[config.mk]
export PLATFORM = sky130hd
export DESIGN_NAME = itlb_top
export DESIGN_NICKNAME = d
export VERILOG_FILES = /design/src/logic/itlb_pkg.sv /design/src/logic/tlb_lookup_if.sv /design/src/logic/fetch_req_hold.sv /design/src/logic/tlb_array.sv /design/src/logic/itlb_stage.sv /design/src/logic/fetch_resp.sv /design/src/logic/itlb_top.sv
export SDC_FILE = /design/constraint.sdc
export NUM_CORES = 1
export LEC_CHECK = 0
export BUFFER_PORTS_ARGS = -buffer_cell sky130_fd_sc_hd__buf_2
export CAP_MARGIN = 10
export CORE_AREA = 2 2 298 300
export DETAILED_ROUTE_END_ITERATION = 10
export DIE_AREA = 0 0 300 302
export PLACE_DENSITY = 0.52
export SYNTH_ARGS = -nofsm -noshare
export SYNTH_HDL_FRONTEND = slang
export SYNTH_SLANG_ARGS = --single-unit
export TNS_END_PERCENT = 30
[constraint.sdc]
create_clock -name clk -period 5.75 [get_ports clk]
set_input_delay 0.575 -clock clk [delete_from_list [all_inputs] [get_ports clk]]
set_output_delay 0.575 -clock clk [all_outputs]
set_load 0.01 [all_outputs]
[src/logic/itlb_pkg.sv]
package itlb_pkg;

    localparam int VPN_W       = 20;
    localparam int PFN_W       = 20;
    localparam int OFFSET_W    = 12;
    localparam int ASID_W      = 4;
    localparam int TLB_ENTRIES = 16;
    localparam int IDX_W       = 4;

    // buffer refill machine
    localparam logic ST_IDLE   = 1'b0;
    localparam logic ST_SEARCH = 1'b1;

    // reset address lies in unmapped kseg0
    localparam logic [31:0] KSEG0_BASE = 32'h8000_0000;

    // one fetch address read by segment or by page
    typedef union packed {
        struct packed {
            logic [3:0]  seg;
            logic [27:0] rest;
        } seg_v;
        struct packed {
            logic [VPN_W-1:0]    vpn;
            logic [OFFSET_W-1:0] offset;
        } page;
    } vaddr_u;

endpackage

[src/logic/tlb_lookup_if.sv]
`timescale 1ns/1ps

interface tlb_lookup_if
    import itlb_pkg::*;
();

    logic [VPN_W-1:0] vpn;
    logic             found;
    logic [IDX_W-1:0] index;
    logic [PFN_W-1:0] pfn;
    logic [2:0]       c;
    logic             d;
    logic             v;

    // buffer asks, array answers in the same cycle
    modport buffer (
        output vpn,
        input  found, index, pfn, c, d, v
    );

    modport array (
        input  vpn,
        output found, index, pfn, c, d, v
    );

endinterface

[src/logic/fetch_req_hold.sv]
`timescale 1ns/1ps

module fetch_req_hold
    import itlb_pkg::*;
(
    input  logic   clk,
    input  logic   reset,
    input  logic   req,
    input  vaddr_u vaddr,
    input  logic   done,
    output logic   busy,
    output vaddr_u held_vaddr
);

    logic accept;

    // a new request may land on the edge that retires the old one
    assign accept = req && (!busy || done);

    always_ff @(posedge clk) begin
        if (reset) begin
            busy <= 1'b0;
        end else if (accept) begin
            busy <= 1'b1;
        end else if (done) begin
            busy <= 1'b0;
        end
    end

    always_ff @(posedge clk) begin
        if (reset) begin
            held_vaddr <= KSEG0_BASE;
        end else if (accept) begin
            held_vaddr <= vaddr;   // stable until done
        end
    end

    // only one fetch in flight
    a_no_req_while_busy: assert property (@(posedge clk) disable iff (reset)
        req && busy |-> done)
        else $error("fetch request while busy");

endmodule

[src/logic/tlb_array.sv]
`timescale 1ns/1ps

module tlb_array
    import itlb_pkg::*;
(
    input  logic              clk,
    input  logic              reset,
    input  logic [ASID_W-1:0] asid,
    input  logic              tlb_we,
    input  logic [IDX_W-1:0]  tlb_wr_index,
    input  logic [VPN_W-1:0]  tlb_wr_vpn,
    input  logic [ASID_W-1:0] tlb_wr_asid,
    input  logic              tlb_wr_g,
    input  logic [PFN_W-1:0]  tlb_wr_pfn,
    input  logic [2:0]        tlb_wr_c,
    input  logic              tlb_wr_d,
    input  logic              tlb_wr_v,
    tlb_lookup_if.array       lk
);

    logic [TLB_ENTRIES-1:0] ent_used;
    logic [VPN_W-1:0]       ent_vpn  [TLB_ENTRIES];
    logic [ASID_W-1:0]      ent_asid [TLB_ENTRIES];
    logic                   ent_g    [TLB_ENTRIES];
    logic [PFN_W-1:0]       ent_pfn  [TLB_ENTRIES];
    logic [2:0]             ent_c    [TLB_ENTRIES];
    logic                   ent_d    [TLB_ENTRIES];
    logic                   ent_v    [TLB_ENTRIES];
    logic [TLB_ENTRIES-1:0] match;

    always_ff @(posedge clk) begin
        if (reset) begin
            ent_used <= '0;
        end else if (tlb_we) begin
            ent_used[tlb_wr_index] <= 1'b1;
        end
    end

    always_ff @(posedge clk) begin
        if (tlb_we) begin
            ent_vpn[tlb_wr_index]  <= tlb_wr_vpn;
            ent_asid[tlb_wr_index] <= tlb_wr_asid;
            ent_g[tlb_wr_index]    <= tlb_wr_g;
            ent_pfn[tlb_wr_index]  <= tlb_wr_pfn;
            ent_c[tlb_wr_index]    <= tlb_wr_c;
            ent_d[tlb_wr_index]    <= tlb_wr_d;
            ent_v[tlb_wr_index]    <= tlb_wr_v;
        end
    end

    // global entries ignore asid
    always_comb begin
        for (int i = 0; i < TLB_ENTRIES; i++) begin
            match[i] = ent_used[i] && (ent_vpn[i] == lk.vpn) &&
                       (ent_g[i] || (ent_asid[i] == asid));
        end
    end

    always_comb begin
        lk.found = 1'b0;
        lk.index = '0;
        lk.pfn   = '0;
        lk.c     = '0;
        lk.d     = 1'b0;
        lk.v     = 1'b0;
        for (int i = TLB_ENTRIES - 1; i >= 0; i--) begin   // lowest index wins
            if (match[i]) begin
                lk.found = 1'b1;
                lk.index = IDX_W'(i);
                lk.pfn   = ent_pfn[i];
                lk.c     = ent_c[i];
                lk.d     = ent_d[i];
                lk.v     = ent_v[i];
            end
        end
    end

    a_single_match: assert property (@(posedge clk) disable iff (reset)
        $onehot0(match))
        else $error("tlb lookup matched more than one entry");

endmodule

[src/logic/itlb_stage.sv]
`timescale 1ns/1ps

module itlb_stage
    import itlb_pkg::*;
(
    input  logic        clk,
    input  logic        reset,
    input  vaddr_u      held_vaddr,
    input  logic        flush,
    tlb_lookup_if.buffer lk,
    output logic        stall,
    output logic [31:0] paddr,
    output logic        refill,
    output logic        invalid
);

    logic             state_q;
    logic             state_n;
    logic             buf_wr;
    logic             buf_written;
    logic [VPN_W-1:0] buf_vpn;
    logic             buf_found;
    logic [PFN_W-1:0] buf_pfn;
    logic             buf_v;
    logic             unmapped;
    logic             kseg1;
    logic             hit;

    assign unmapped = (held_vaddr.seg_v.seg[3:2] == 2'b10);   // 8..B
    assign kseg1    = (held_vaddr.seg_v.seg[3:1] == 3'b101);  // A, B

    assign hit   = unmapped || (buf_written && (buf_vpn == held_vaddr.page.vpn));
    assign stall = !hit;

    assign lk.vpn = held_vaddr.page.vpn;

    always_ff @(posedge clk) begin
        if (reset) begin
            state_q <= ST_IDLE;
        end else begin
            state_q <= state_n;
        end
    end

    always_comb begin
        case (state_q)
            ST_IDLE:   state_n = stall ? ST_SEARCH : ST_IDLE;
            ST_SEARCH: state_n = ST_IDLE;   // buffer loaded so retry
            default:   state_n = ST_IDLE;
        endcase
    end

    assign buf_wr = (state_q == ST_SEARCH);

    always_ff @(posedge clk) begin
        if (reset || flush) begin
            buf_written <= 1'b0;
        end else if (buf_wr) begin
            buf_written <= 1'b1;
        end
    end

    // tag kept on a tlb miss too, so the miss turns into a refill
    always_ff @(posedge clk) begin
        if (buf_wr) begin
            buf_vpn   <= lk.vpn;
            buf_found <= lk.found;
            buf_pfn   <= lk.pfn;
            buf_v     <= lk.v;
        end
    end

    always_comb begin
        if (kseg1) begin
            paddr = {3'b000, held_vaddr.seg_v.seg[0], held_vaddr.seg_v.rest};
        end else if (unmapped) begin
            paddr = {1'b0, held_vaddr.seg_v.seg[2:0], held_vaddr.seg_v.rest};
        end else begin
            paddr = {buf_pfn, held_vaddr.page.offset};
        end
    end

    assign refill  = !unmapped && !buf_found;
    assign invalid = !unmapped && buf_found && !buf_v;

endmodule

[src/logic/fetch_resp.sv]
`timescale 1ns/1ps

module fetch_resp (
    input  logic        clk,
    input  logic        reset,
    input  logic        busy,
    input  logic        stall,
    input  logic [31:0] paddr,
    input  logic        refill,
    input  logic        invalid,
    output logic        done,
    output logic        resp_valid,
    output logic [31:0] resp_paddr,
    output logic        resp_refill,
    output logic        resp_invalid
);

    assign done = busy && !stall;   // first unstalled cycle

    always_ff @(posedge clk) begin
        if (reset) begin
            resp_valid <= 1'b0;
        end else begin
            resp_valid <= done;
        end
    end

    always_ff @(posedge clk) begin
        if (done) begin
            resp_paddr   <= paddr;
            resp_refill  <= refill;
            resp_invalid <= invalid;
        end
    end

    a_one_exception: assert property (@(posedge clk) disable iff (reset)
        resp_valid |-> !(resp_refill && resp_invalid))
        else $error("refill and invalid raised together");

endmodule

[src/logic/itlb_top.sv]
`timescale 1ns/1ps

module itlb_top
    import itlb_pkg::*;
(
    input  logic              clk,
    input  logic              reset,
    input  logic              req,
    input  logic [31:0]       vaddr,
    output logic              busy,
    input  logic [ASID_W-1:0] asid,
    input  logic              tlb_we,
    input  logic [IDX_W-1:0]  tlb_wr_index,
    input  logic [VPN_W-1:0]  tlb_wr_vpn,
    input  logic [ASID_W-1:0] tlb_wr_asid,
    input  logic              tlb_wr_g,
    input  logic [PFN_W-1:0]  tlb_wr_pfn,
    input  logic [2:0]        tlb_wr_c,
    input  logic              tlb_wr_d,
    input  logic              tlb_wr_v,
    input  logic              buffer_flush,
    output logic              resp_valid,
    output logic [31:0]       resp_paddr,
    output logic              resp_refill,
    output logic              resp_invalid
);

    vaddr_u      held_vaddr;
    logic        done;
    logic        stall;
    logic [31:0] paddr;
    logic        refill;
    logic        invalid;

    tlb_lookup_if lk_if ();

    fetch_req_hold req_hold_i (
        .clk        (clk),
        .reset      (reset),
        .req        (req),
        .vaddr      (vaddr),
        .done       (done),
        .busy       (busy),
        .held_vaddr (held_vaddr)
    );

    itlb_stage stage_i (
        .clk        (clk),
        .reset      (reset),
        .held_vaddr (held_vaddr),
        .flush      (buffer_flush),
        .lk         (lk_if.buffer),
        .stall      (stall),
        .paddr      (paddr),
        .refill     (refill),
        .invalid    (invalid)
    );

    tlb_array tlb_i (
        .clk          (clk),
        .reset        (reset),
        .asid         (asid),
        .tlb_we       (tlb_we),
        .tlb_wr_index (tlb_wr_index),
        .tlb_wr_vpn   (tlb_wr_vpn),
        .tlb_wr_asid  (tlb_wr_asid),
        .tlb_wr_g     (tlb_wr_g),
        .tlb_wr_pfn   (tlb_wr_pfn),
        .tlb_wr_c     (tlb_wr_c),
        .tlb_wr_d     (tlb_wr_d),
        .tlb_wr_v     (tlb_wr_v),
        .lk           (lk_if.array)
    );

    fetch_resp resp_i (
        .clk          (clk),
        .reset        (reset),
        .busy         (busy),
        .stall        (stall),
        .paddr        (paddr),
        .refill       (refill),
        .invalid      (invalid),
        .done         (done),
        .resp_valid   (resp_valid),
        .resp_paddr   (resp_paddr),
        .resp_refill  (resp_refill),
        .resp_invalid (resp_invalid)
    );

endmodule

-- Word level (Yosys, flattened, before mapping)
Memories as Yosys holds them, arrays and structs flattened.
Cells that the tools add are included.
- bits in registers: 128
- memories kept: 5
- logic and storage cells: 167
- bits in writable memories: 736
- magnitude comparators: 2
- bitwise gates (word level): 2
- reductions and logical operators: 65
- equality and inequality tests: 35
- mux-type cells: 43
- memory list (memory ; depth ; width ; read ports ; clocked after Yosys merged registers in ; wr ports ; RTL line ; RTL):
    tlb_i.ent_pfn ; 16 ; 20 ; 16 ; 0 ; 1 ; tlb_array.sv:25 ; logic [PFN_W-1:0] ent_pfn [TLB_ENTRIES];
    tlb_i.ent_vpn ; 16 ; 20 ; 16 ; 0 ; 1 ; tlb_array.sv:22 ; logic [VPN_W-1:0] ent_vpn [TLB_ENTRIES];
    tlb_i.ent_asid ; 16 ; 4 ; 16 ; 0 ; 1 ; tlb_array.sv:23 ; logic [ASID_W-1:0] ent_asid [TLB_ENTRIES];
    tlb_i.ent_g ; 16 ; 1 ; 16 ; 0 ; 1 ; tlb_array.sv:24 ; logic ent_g [TLB_ENTRIES];
    tlb_i.ent_v ; 16 ; 1 ; 16 ; 0 ; 1 ; tlb_array.sv:28 ; logic ent_v [TLB_ENTRIES];
- operators by type and width (kind ; number):
    $eq A20 B20 Y1 ; 17
    $mux W20 ; 16
    $eq A4 B4 Y1 ; 16
    $logic_and A1 B1 Y1 ; 39
    $mux W31 ; 1
    $mux W29 ; 1
    $mux W1 ; 23
    $logic_or A1 B1 Y1 ; 19
    $or A16 B16 Y16 ; 1
    $reduce_or A15 Y1 ; 1
    $lt A4 B5 Y1 const B ; 1
    $demux W1 S4 ; 1
    $ge A4 B1 Y1 const B ; 1
    $logic_not A1 Y1 ; 4
    $eq A3 B3 Y1 const B ; 1
    $eq A2 B2 Y1 const B ; 1
    $pmux W1 S2 ; 1
    $reduce_bool A2 Y1 ; 1
    $reduce_or A2 Y1 ; 1
    $not A1 Y1 ; 1

-- Logic depth before layout (Yosys ltp)
Gate-level depths: netlist (run 1).
An unclocked memory read counts as a cell.
- word-level depth: 20
- mapped depth: 13
- mapped depth without buffers: 9

-- Cells and area by module
From an unflattened synthesis (run 1), not the netlist that was laid out.
- cells, all modules: 2425
- area, all modules: 37907.6 µm²
- by module, submodules not included (module ; sequential area each (µm²) ; area an instance (µm²) ; instances ; cells each):
    tlb_array ; 24343.3 ; 33338.2 ; 1 ; 2112
    itlb_stage ; 1301.2 ; 2029.4 ; 1 ; 133
    fetch_req_hold ; 660.6 ; 1480.2 ; 1 ; 143
    fetch_resp ; 1041.0 ; 1059.8 ; 1 ; 37

-- Least setup slack after synthesis (run 1)
Ideal clock, no wire load.
- path type: input to register
- from: input tlb_wr_index[3]
- to: memory tlb_i.ent_asid[6][0] (enable)
- buffers on the path: 0
- data arrival time: 4.268 ns
- stages on the path: 2
- slack: 0.964 ns
- path through: nand3b_1 -> nor3b_1
- RTL lines (what ; RTL line ; RTL):
    start: declaration ; itlb_top.sv:13 ; input logic [IDX_W-1:0] tlb_wr_index,
    end: declaration ; tlb_array.sv:23 ;
No word-level cell before the write port.

-- Final worst setup path (run 1)
- from: register req_hold_i.held_vaddr[29] (netlist name)
- to: register stage_i.buf_pfn[17], data pin
- cells in the longest elaborated chain, start to end: 19
- ends and longest elaborated chain (what ; RTL line ; RTL):
    start: declaration ; fetch_req_hold.sv:12 ; output vaddr_u held_vaddr
    start signal: assignment ; fetch_req_hold.sv:34 ; held_vaddr <= vaddr;
    $eq A20 B20 Y1 ; tlb_array.sv:54 ; match[i] = ent_used[i] && (ent_vpn[i] == lk.vpn) &&
    $logic_and A1 B1 Y1 (2 in series) ; tlb_array.sv:54 ;
    $mux W20 (15 in series) ; tlb_array.sv:67 ; if (match[i]) begin
    $mux W20 * ; tlb_array.sv:67 ;
    net lk_if.pfn[17] ; tlb_lookup_if.sv:10 ; logic [PFN_W-1:0] pfn;
    end signal: assignment ; itlb_stage.sv:68 ; buf_pfn <= lk.pfn;
    end: declaration ; itlb_stage.sv:23 ; logic [PFN_W-1:0] buf_pfn;
The timed path passes the listed nets; every way through them passes the cells marked *.
A chain may end at the register's enable or synchronous reset.

==> results of run 1 <==
==> registers in the layout, summed over array words and instances (netlist names) <==
register / cells
tlb_i.ent_pfn: 320
tlb_i.ent_vpn: 320
tlb_i.ent_asid: 64
req_hold_i.held_vaddr: 32
resp_i.resp_paddr: 32
stage_i.buf_pfn: 20
stage_i.buf_vpn: 20
tlb_i.ent_g: 16
tlb_i.ent_used: 16
tlb_i.ent_v: 16
req_hold_i.busy: 1
resp_i.resp_invalid: 1
resp_i.resp_refill: 1
resp_i.resp_valid: 1
stage_i.buf_found: 1
stage_i.buf_v: 1
stage_i.buf_wr: 1
stage_i.buf_written: 1
==> cell usage in the layout (no fill, tap or decap), drive strengths merged, types with 5 or more instances in the layout <==
| cell | count |
|---|---|
| or4 | 5 |
| a311o | 5 |
| or2 | 7 |
| a211o | 13 |
| bufinv | 5 |
| nor2 | 99 |
| and4 | 12 |
| buf | 223 |
| a221oi | 12 |
| dfxtp | 52 |
| a21o | 13 |
| nor4 | 55 |
| nor3 | 27 |
| clkbuf | 124 |
| a21oi | 69 |
| a222oi | 12 |
| o22ai | 13 |
| o21bai | 7 |
| a41oi | 12 |
| mux2i | 47 |
| and2 | 7 |
| a2bb2oi | 5 |
| o21ai | 51 |
| o221ai | 18 |
| nand4 | 49 |
| nand2 | 164 |
| edfxtp | 812 |
| a211oi | 13 |
| o21a | 7 |
| o2111ai | 7 |
| xor2 | 182 |
| xnor2 | 222 |
| clkinv | 35 |
| a22o | 12 |
| nand3 | 26 |
| nor2b | 15 |
| inv | 53 |
==> cells in the mapped netlist, types with 13 or more instances <==
| library cell | number |
|---|---|
| nand2_1 | 163 |
| nor2_1 | 98 |
| clkbuf_1 | 45 |
| nor4_1 | 49 |
| edfxtp_1 | 812 |
| xor2_1 | 182 |
| inv_1 | 51 |
| o221ai_1 | 18 |
| o21ai_0 | 48 |
| nor3_1 | 27 |
| nor2b_1 | 15 |
| a21o_1 | 13 |
| xnor2_1 | 222 |
| buf_2 | 49 |
| a21oi_1 | 68 |
| mux2i_1 | 47 |
| a211o_1 | 13 |
| o22ai_1 | 13 |
| nand3_1 | 26 |
| dfxtp_1 | 52 |
| nand4_1 | 49 |
| a211oi_1 | 13 |
==> metal layers <==
layer / vias up / GRT usage / routed length (um)
met4: 0 / 0.0526 / 1610
met3: 107 / 0.0281 / 6210
li1: 8807 / - / -
met1: 10200 / 0.307 / 43800
met2: 647 / 0.349 / 46100
met5: - / 0 / 0
==> cell families after synthesis <==
group           after synthesis  synth area share
compound gates              289            0.0583
xor+xnor                    404             0.102
buf+inv                     162            0.0211
flops                       864             0.735
mux                          47            0.0136
simple gates                482            0.0694
==> power breakdown <==
| group | switching [mW] | internal (mW) | leakage [nW] | total (mW) |
|---|---|---|---|---|
| combinational | 0.463 | 0.224 | 4.62 | 0.687 |
| sequential | 0.0942 | 7.05 | 7.77 | 7.14 |
| clock | 2.47 | 3.32 | 1.46 | 5.79 |
==> final cells by class <==
cell class / instances / area, um2
diodes: 1 / 2.50
clock buffers: 124 / 2510
clock inverters: 42 / 465
fillers: 7722 / 47500
inverters: 52 / 195
multi-input cells: 1222 / 8590
flip-flops and latches: 864 / 25400
well taps: 1165 / 1460
repair buffers: 223 / 1370
==> metrics by stage <==
step                utilization  cell area [um2]  setup slack, ns
global route              0.457            40000             1.12
floorplan                     -            34600            0.964
CTS                       0.457            40000             1.29
detailed placement        0.423            37000             1.13
global placement          0.423            37000             1.16
finish                    0.457            40000             1.42
==> worst paths after layout <==
check / end / slack (ns) / cells past startpoint
max: stage_i.buf_pfn[17] / 1.42 / 12
min: stage_i.buf_written / 0.08 / 2
max reg2reg: stage_i.buf_pfn[17] / 1.42 / 12
min reg2reg: resp_i.resp_paddr[7] / 0.42 / 0
==> critical path, delay by kind of cell (launching register included) <==
| family | cells | cell delay [ns] |
|---|---|---|
| xor gates and xnor gates | 1 | 0.10 |
| and+or+nand+nor | 3 | 1.15 |
| buffers and inverters | 4 | 0.82 |
| DFF | 1 | 0.98 |
| AOI/OAI and AO/OA | 4 | 1.01 |
==> metrics.csv, run 1 <==
metric,value,unit
Ports,131,
outcome,"complete, no violations",
final net count,2548,
die area,0.0906,mm2
htree depth,3,
RSZ-0062 raised after global routing,no,
Port Buffers,126,
clock slew at reported path FFs,0.06,ns
worst hold slack,0.0801,ns
"Net Count, Synth",2343,
Crit-path slowest cell,dfxtp_1,
CTS tree,yes,
layout cells sized above 1,0.156,
post-CTS sizing,0,
Max Clock Freq,231,MHz
GP Congestion,0.795,
core area,0.0876,mm2
Initial Utilization,0.395,
DRC errors left,0,
Worst IR Drop VDD,0.227,mV
startpoint type of the worst setup path,register,
most frequent CP cell,buf_4,
Worst Path Max Fanout,11,
setup bufs post-CTS,0,
Max Slew Vio Count,0,
RR Startpoint,req_hold_i.held_vaddr[29],
top_reg_cell synth,edfxtp_1,
maximum number of pins on one net before global-route repair,53,
placed cells,3526,
"area leader, netlist",edfxtp_1,
Post-synth EDFFs,812,
Detailed Route Iter0 Violations,1935,
Total GRT Usage,0.215,
Cell Rows,109,
hpwl dp,58.4,mm
total CTS buffers,90,
Synth Instances,2248,
final period utilization,0.753,
register area share after synthesis,0.735,
mapped cell area,0.0346,mm2
Non-Filler Instances,3693,
Async SR Flop Fraction,0,
Via Count,19800,
Fin. Hold Viols,0,
Worst Setup SP,req_hold_i.held_vaddr[29],
"Data required, critical path",6.16,ns
worst hold start,buffer_flush,
Worst Hold Class,in -> reg,
Synth area leaders,"edfxtp_1, xnor2_1, xor2_1, dfxtp_1, nand2_1",
max cap viols,0,
area grow syn2layout,15.8,%
number of global-route vias before repair,19600,
die width,300,um
Final Setup Violations,0,
drt wl/cell,26.5,um
Setup Skew,0.0293,ns
worst skew pair latency,0.66,ns
initial antenna violation count,6,
Die Y,302,um
Pwr Density,340,mW/mm2
Ys Warns,0,
CP Capture Type,register,
Cell variety after synth,64,
Total Power,13.6,mW
kind of critical path,reg -> reg,
worst path cell trace,buf_4 > xor2_1 > nor4_1 > o2111ai_1 > nor4_2 > buf_4 > and2_1 > inv_1 > o221ai_1 > a2111oi_0 > buf_4 > o41a_1,
syn avg cell area,15.4,um2
final wirelength,97.8,mm
Final TNS setup,0,ns
Max transition margin,0.263,
Pleak,13.8,nW
"FF+latch count, synth",864,
global-route wire length before repair,139,mm
antenna-violating nets left,0,
Yosys top cell area share,0.705,
Clock Tree Root,clkbuf_16,
mean number of vias per cell,5.36,
drt pass-1 iters,5,
grt total ovfl,0,
clock sink count,864,
arrival time of the worst setup path,4.74,ns
min cycle time layout,4.33,ns
CTS Hold Bufs,0,
"Largest stage delay, worst path",0.98,ns
Worst Max-Slew Pin Slew,1.10,ns
Longest Clk Path Bufs,3,
(Power assumes the default switching activity.)
==> inputs of run 2 (changes only) <==
==> constraint.sdc (replaced) <==
create_clock -name clk -period 4.3 [get_ports clk]
set_input_delay 0.43 -clock clk [delete_from_list [all_inputs] [get_ports clk]]
set_output_delay 0.43 -clock clk [all_outputs]
set_load 0.01 [all_outputs]
==> metrics.csv, run 2 (same netlist as run 1, synthesis figures left out) <==
metric,value,unit
outcome,"complete, no violations",
area grow syn2layout,17.2,%
dpl ws,0.291,ns
Final Setup Violations,0,
clock sink count,864,
DRC errors left,0,
most frequent cells in the layout,"edfxtp_1, xnor2_1, xor2_1",
layout cells sized above 1,0.165,
htree depth,3,
"most common cell after layout, fill and taps aside",edfxtp_1,
Fin. Hold Viols,0,
final net count,2598,
Setup Skew,0.0232,ns
Max Clock Freq,254,MHz
total CTS buffers,91,
clock slew at reported path FFs,0.06,ns
grt total ovfl,0,
Psw,4.07,mW
mean number of vias per cell,5.32,
CP Capture Type,register,
max cap viols,0,
GP Congestion,0.818,
Util after Layout,0.463,
Sw Ratio,0.223,
drt wl/cell,26.5,um
Worst Max-Slew Pin Slew,1.18,ns
Cell Rows,109,
initial antenna violation count,5,
share of power burned in registers,0.524,
Total GRT Usage,0.219,
"crit path setup slack, layout",0.370,ns
drt pass-1 iters,7,
final wirelength,99.0,mm
Pleak,14.1,nW
core area,0.0876,mm2
Die Y,302,um
die width,300,um
Max transition margin,0.210,
RSZ-0062 raised after global routing,no,
arrival time of the worst setup path,4.31,ns
Clk pwr share,0.423,
startpoint type of the worst setup path,register,
Max Slew Vio Count,0,
Pwr Density,449,mW/mm2
Final TNS setup,0,ns
internal power,14.1,mW
"Data required, critical path",4.68,ns
Initial Utilization,0.395,
CTS tree,yes,
Clock Tree Root,clkbuf_16,
die area,0.0906,mm2
maximum number of pins on one net before global-route repair,48,
Detailed Route Iter0 Violations,1865,
Worst IR Drop VDD,0.313,mV
Via Count,19900,
worst skew pair latency,0.66,ns
Worst Path Max Fanout,9,
global-route wire length before repair,141,mm
min cycle time layout,3.93,ns
Ports,131,
Port Buffers,126,
Longest Clk Path Bufs,3,
final period utilization,0.914,
Logic pwr share,0.054,
kind of critical path,reg -> reg,
Regs by FF count,"tlb_i.ent_pfn: 320 flops, tlb_i.ent_vpn: 320 flops, tlb_i.ent_asid: 64 flops",
hpwl dp,59.2,mm
antenna-violating nets left,0,
Worst Hold Class,in -> reg,
number of global-route vias before repair,20200,
run 2: cell types whose count changed in the layout (fill, tap and decap cells not counted), moves of 2 or more:
cell and delta:
inv_6 +3, diode_2 +3, clkinv_16 -4, clkbuf_1 -2, clkbuf_8 -7, dlygate4sd3_1 +16
bufinv_16 +2, buf_4 +19, buf_12 +14, clkinv_2 +3, clkinvlp_4 +2
run 2: power by group through the flow:
stage,Clock (mW),Combinational [mW],Sequential [mW]
2_1_floorplan,0,0.483,9.69
3_3_place_gp,0,0.963,9.70
3_5_place_dp,0,0.974,9.71
4_1_cts,7.83,0.991,9.53
5_1_grt,8.16,1.05,9.54
6_report,7.69,0.977,9.53
run 2: metal layers:
| metal | up-vias | routed length [um] | track usage |
|---|---|---|---|
| li1 | 8908 | - | - |
| met5 | - | 16 | 0 |
| met1 | 10100 | 43700 | 0.305 |
| met3 | 140 | 6740 | 0.0373 |
| met4 | 2 | 2210 | 0.0648 |
| met2 | 715 | 46400 | 0.354 |
run 2: worst max-delay path: stages, from the launching register on:
cell and delay (ns):
dfxtp_1 0.82, buf_4 0.38, buf_4 0.18, xnor2_1 0.11, nand4_1 0.15, nor4_1 0.46, buf_4 0.19, nand2_1 0.08
or3b_2 0.47, a31oi_1 0.20, o211ai_1 0.11, a211oi_1 0.34, o22ai_1 0.14
run 2: timing repair:
| item | 4_1_cts | 5_1_grt |
|---|---|---|
| resized for setup | 0 | 0 |
| buffers inserted | 0 | 0 |
| hold buffers | 16 | 0 |
| endpoints found under the hold margin | 16 | 0 |
run 2: worst paths after layout:
kind,from,to,slack (ns),cells after the start
max reg2reg,req_hold_i.held_vaddr[22],stage_i.buf_pfn[13],0.37,12
min,vaddr[8],req_hold_i.held_vaddr[8],0.03,3
max,req_hold_i.held_vaddr[22],stage_i.buf_pfn[13],0.37,12
min reg2reg,req_hold_i.held_vaddr[7],resp_i.resp_paddr[7],0.43,0
run 2: stage by stage:
step / instances / instance area, um2 / power, mW / hold WS [ns]
detailed placement: 3559 / 37500 / 10.7 / 0.418
finish: 3744 / 40500 / 18.2 / 0.0332
global route: 3741 / 40500 / 18.8 / 0.0283
global placement: 3559 / 37500 / 10.7 / 0.410
floorplan: 2248 / 34600 / 10.2 / 0.403
CTS: 3740 / 40500 / 18.4 / 0.00220
run 2: layout make-up:
cell class	instances	area, um2
diodes	4	10.0
inverters	52	195
flip-flops and latches	864	25400
multi-input cells	1222	8600
clock inverters	51	502
well taps	1165	1460
repair buffers	272	1950
clock buffers	114	2380
fillers	7603	47000
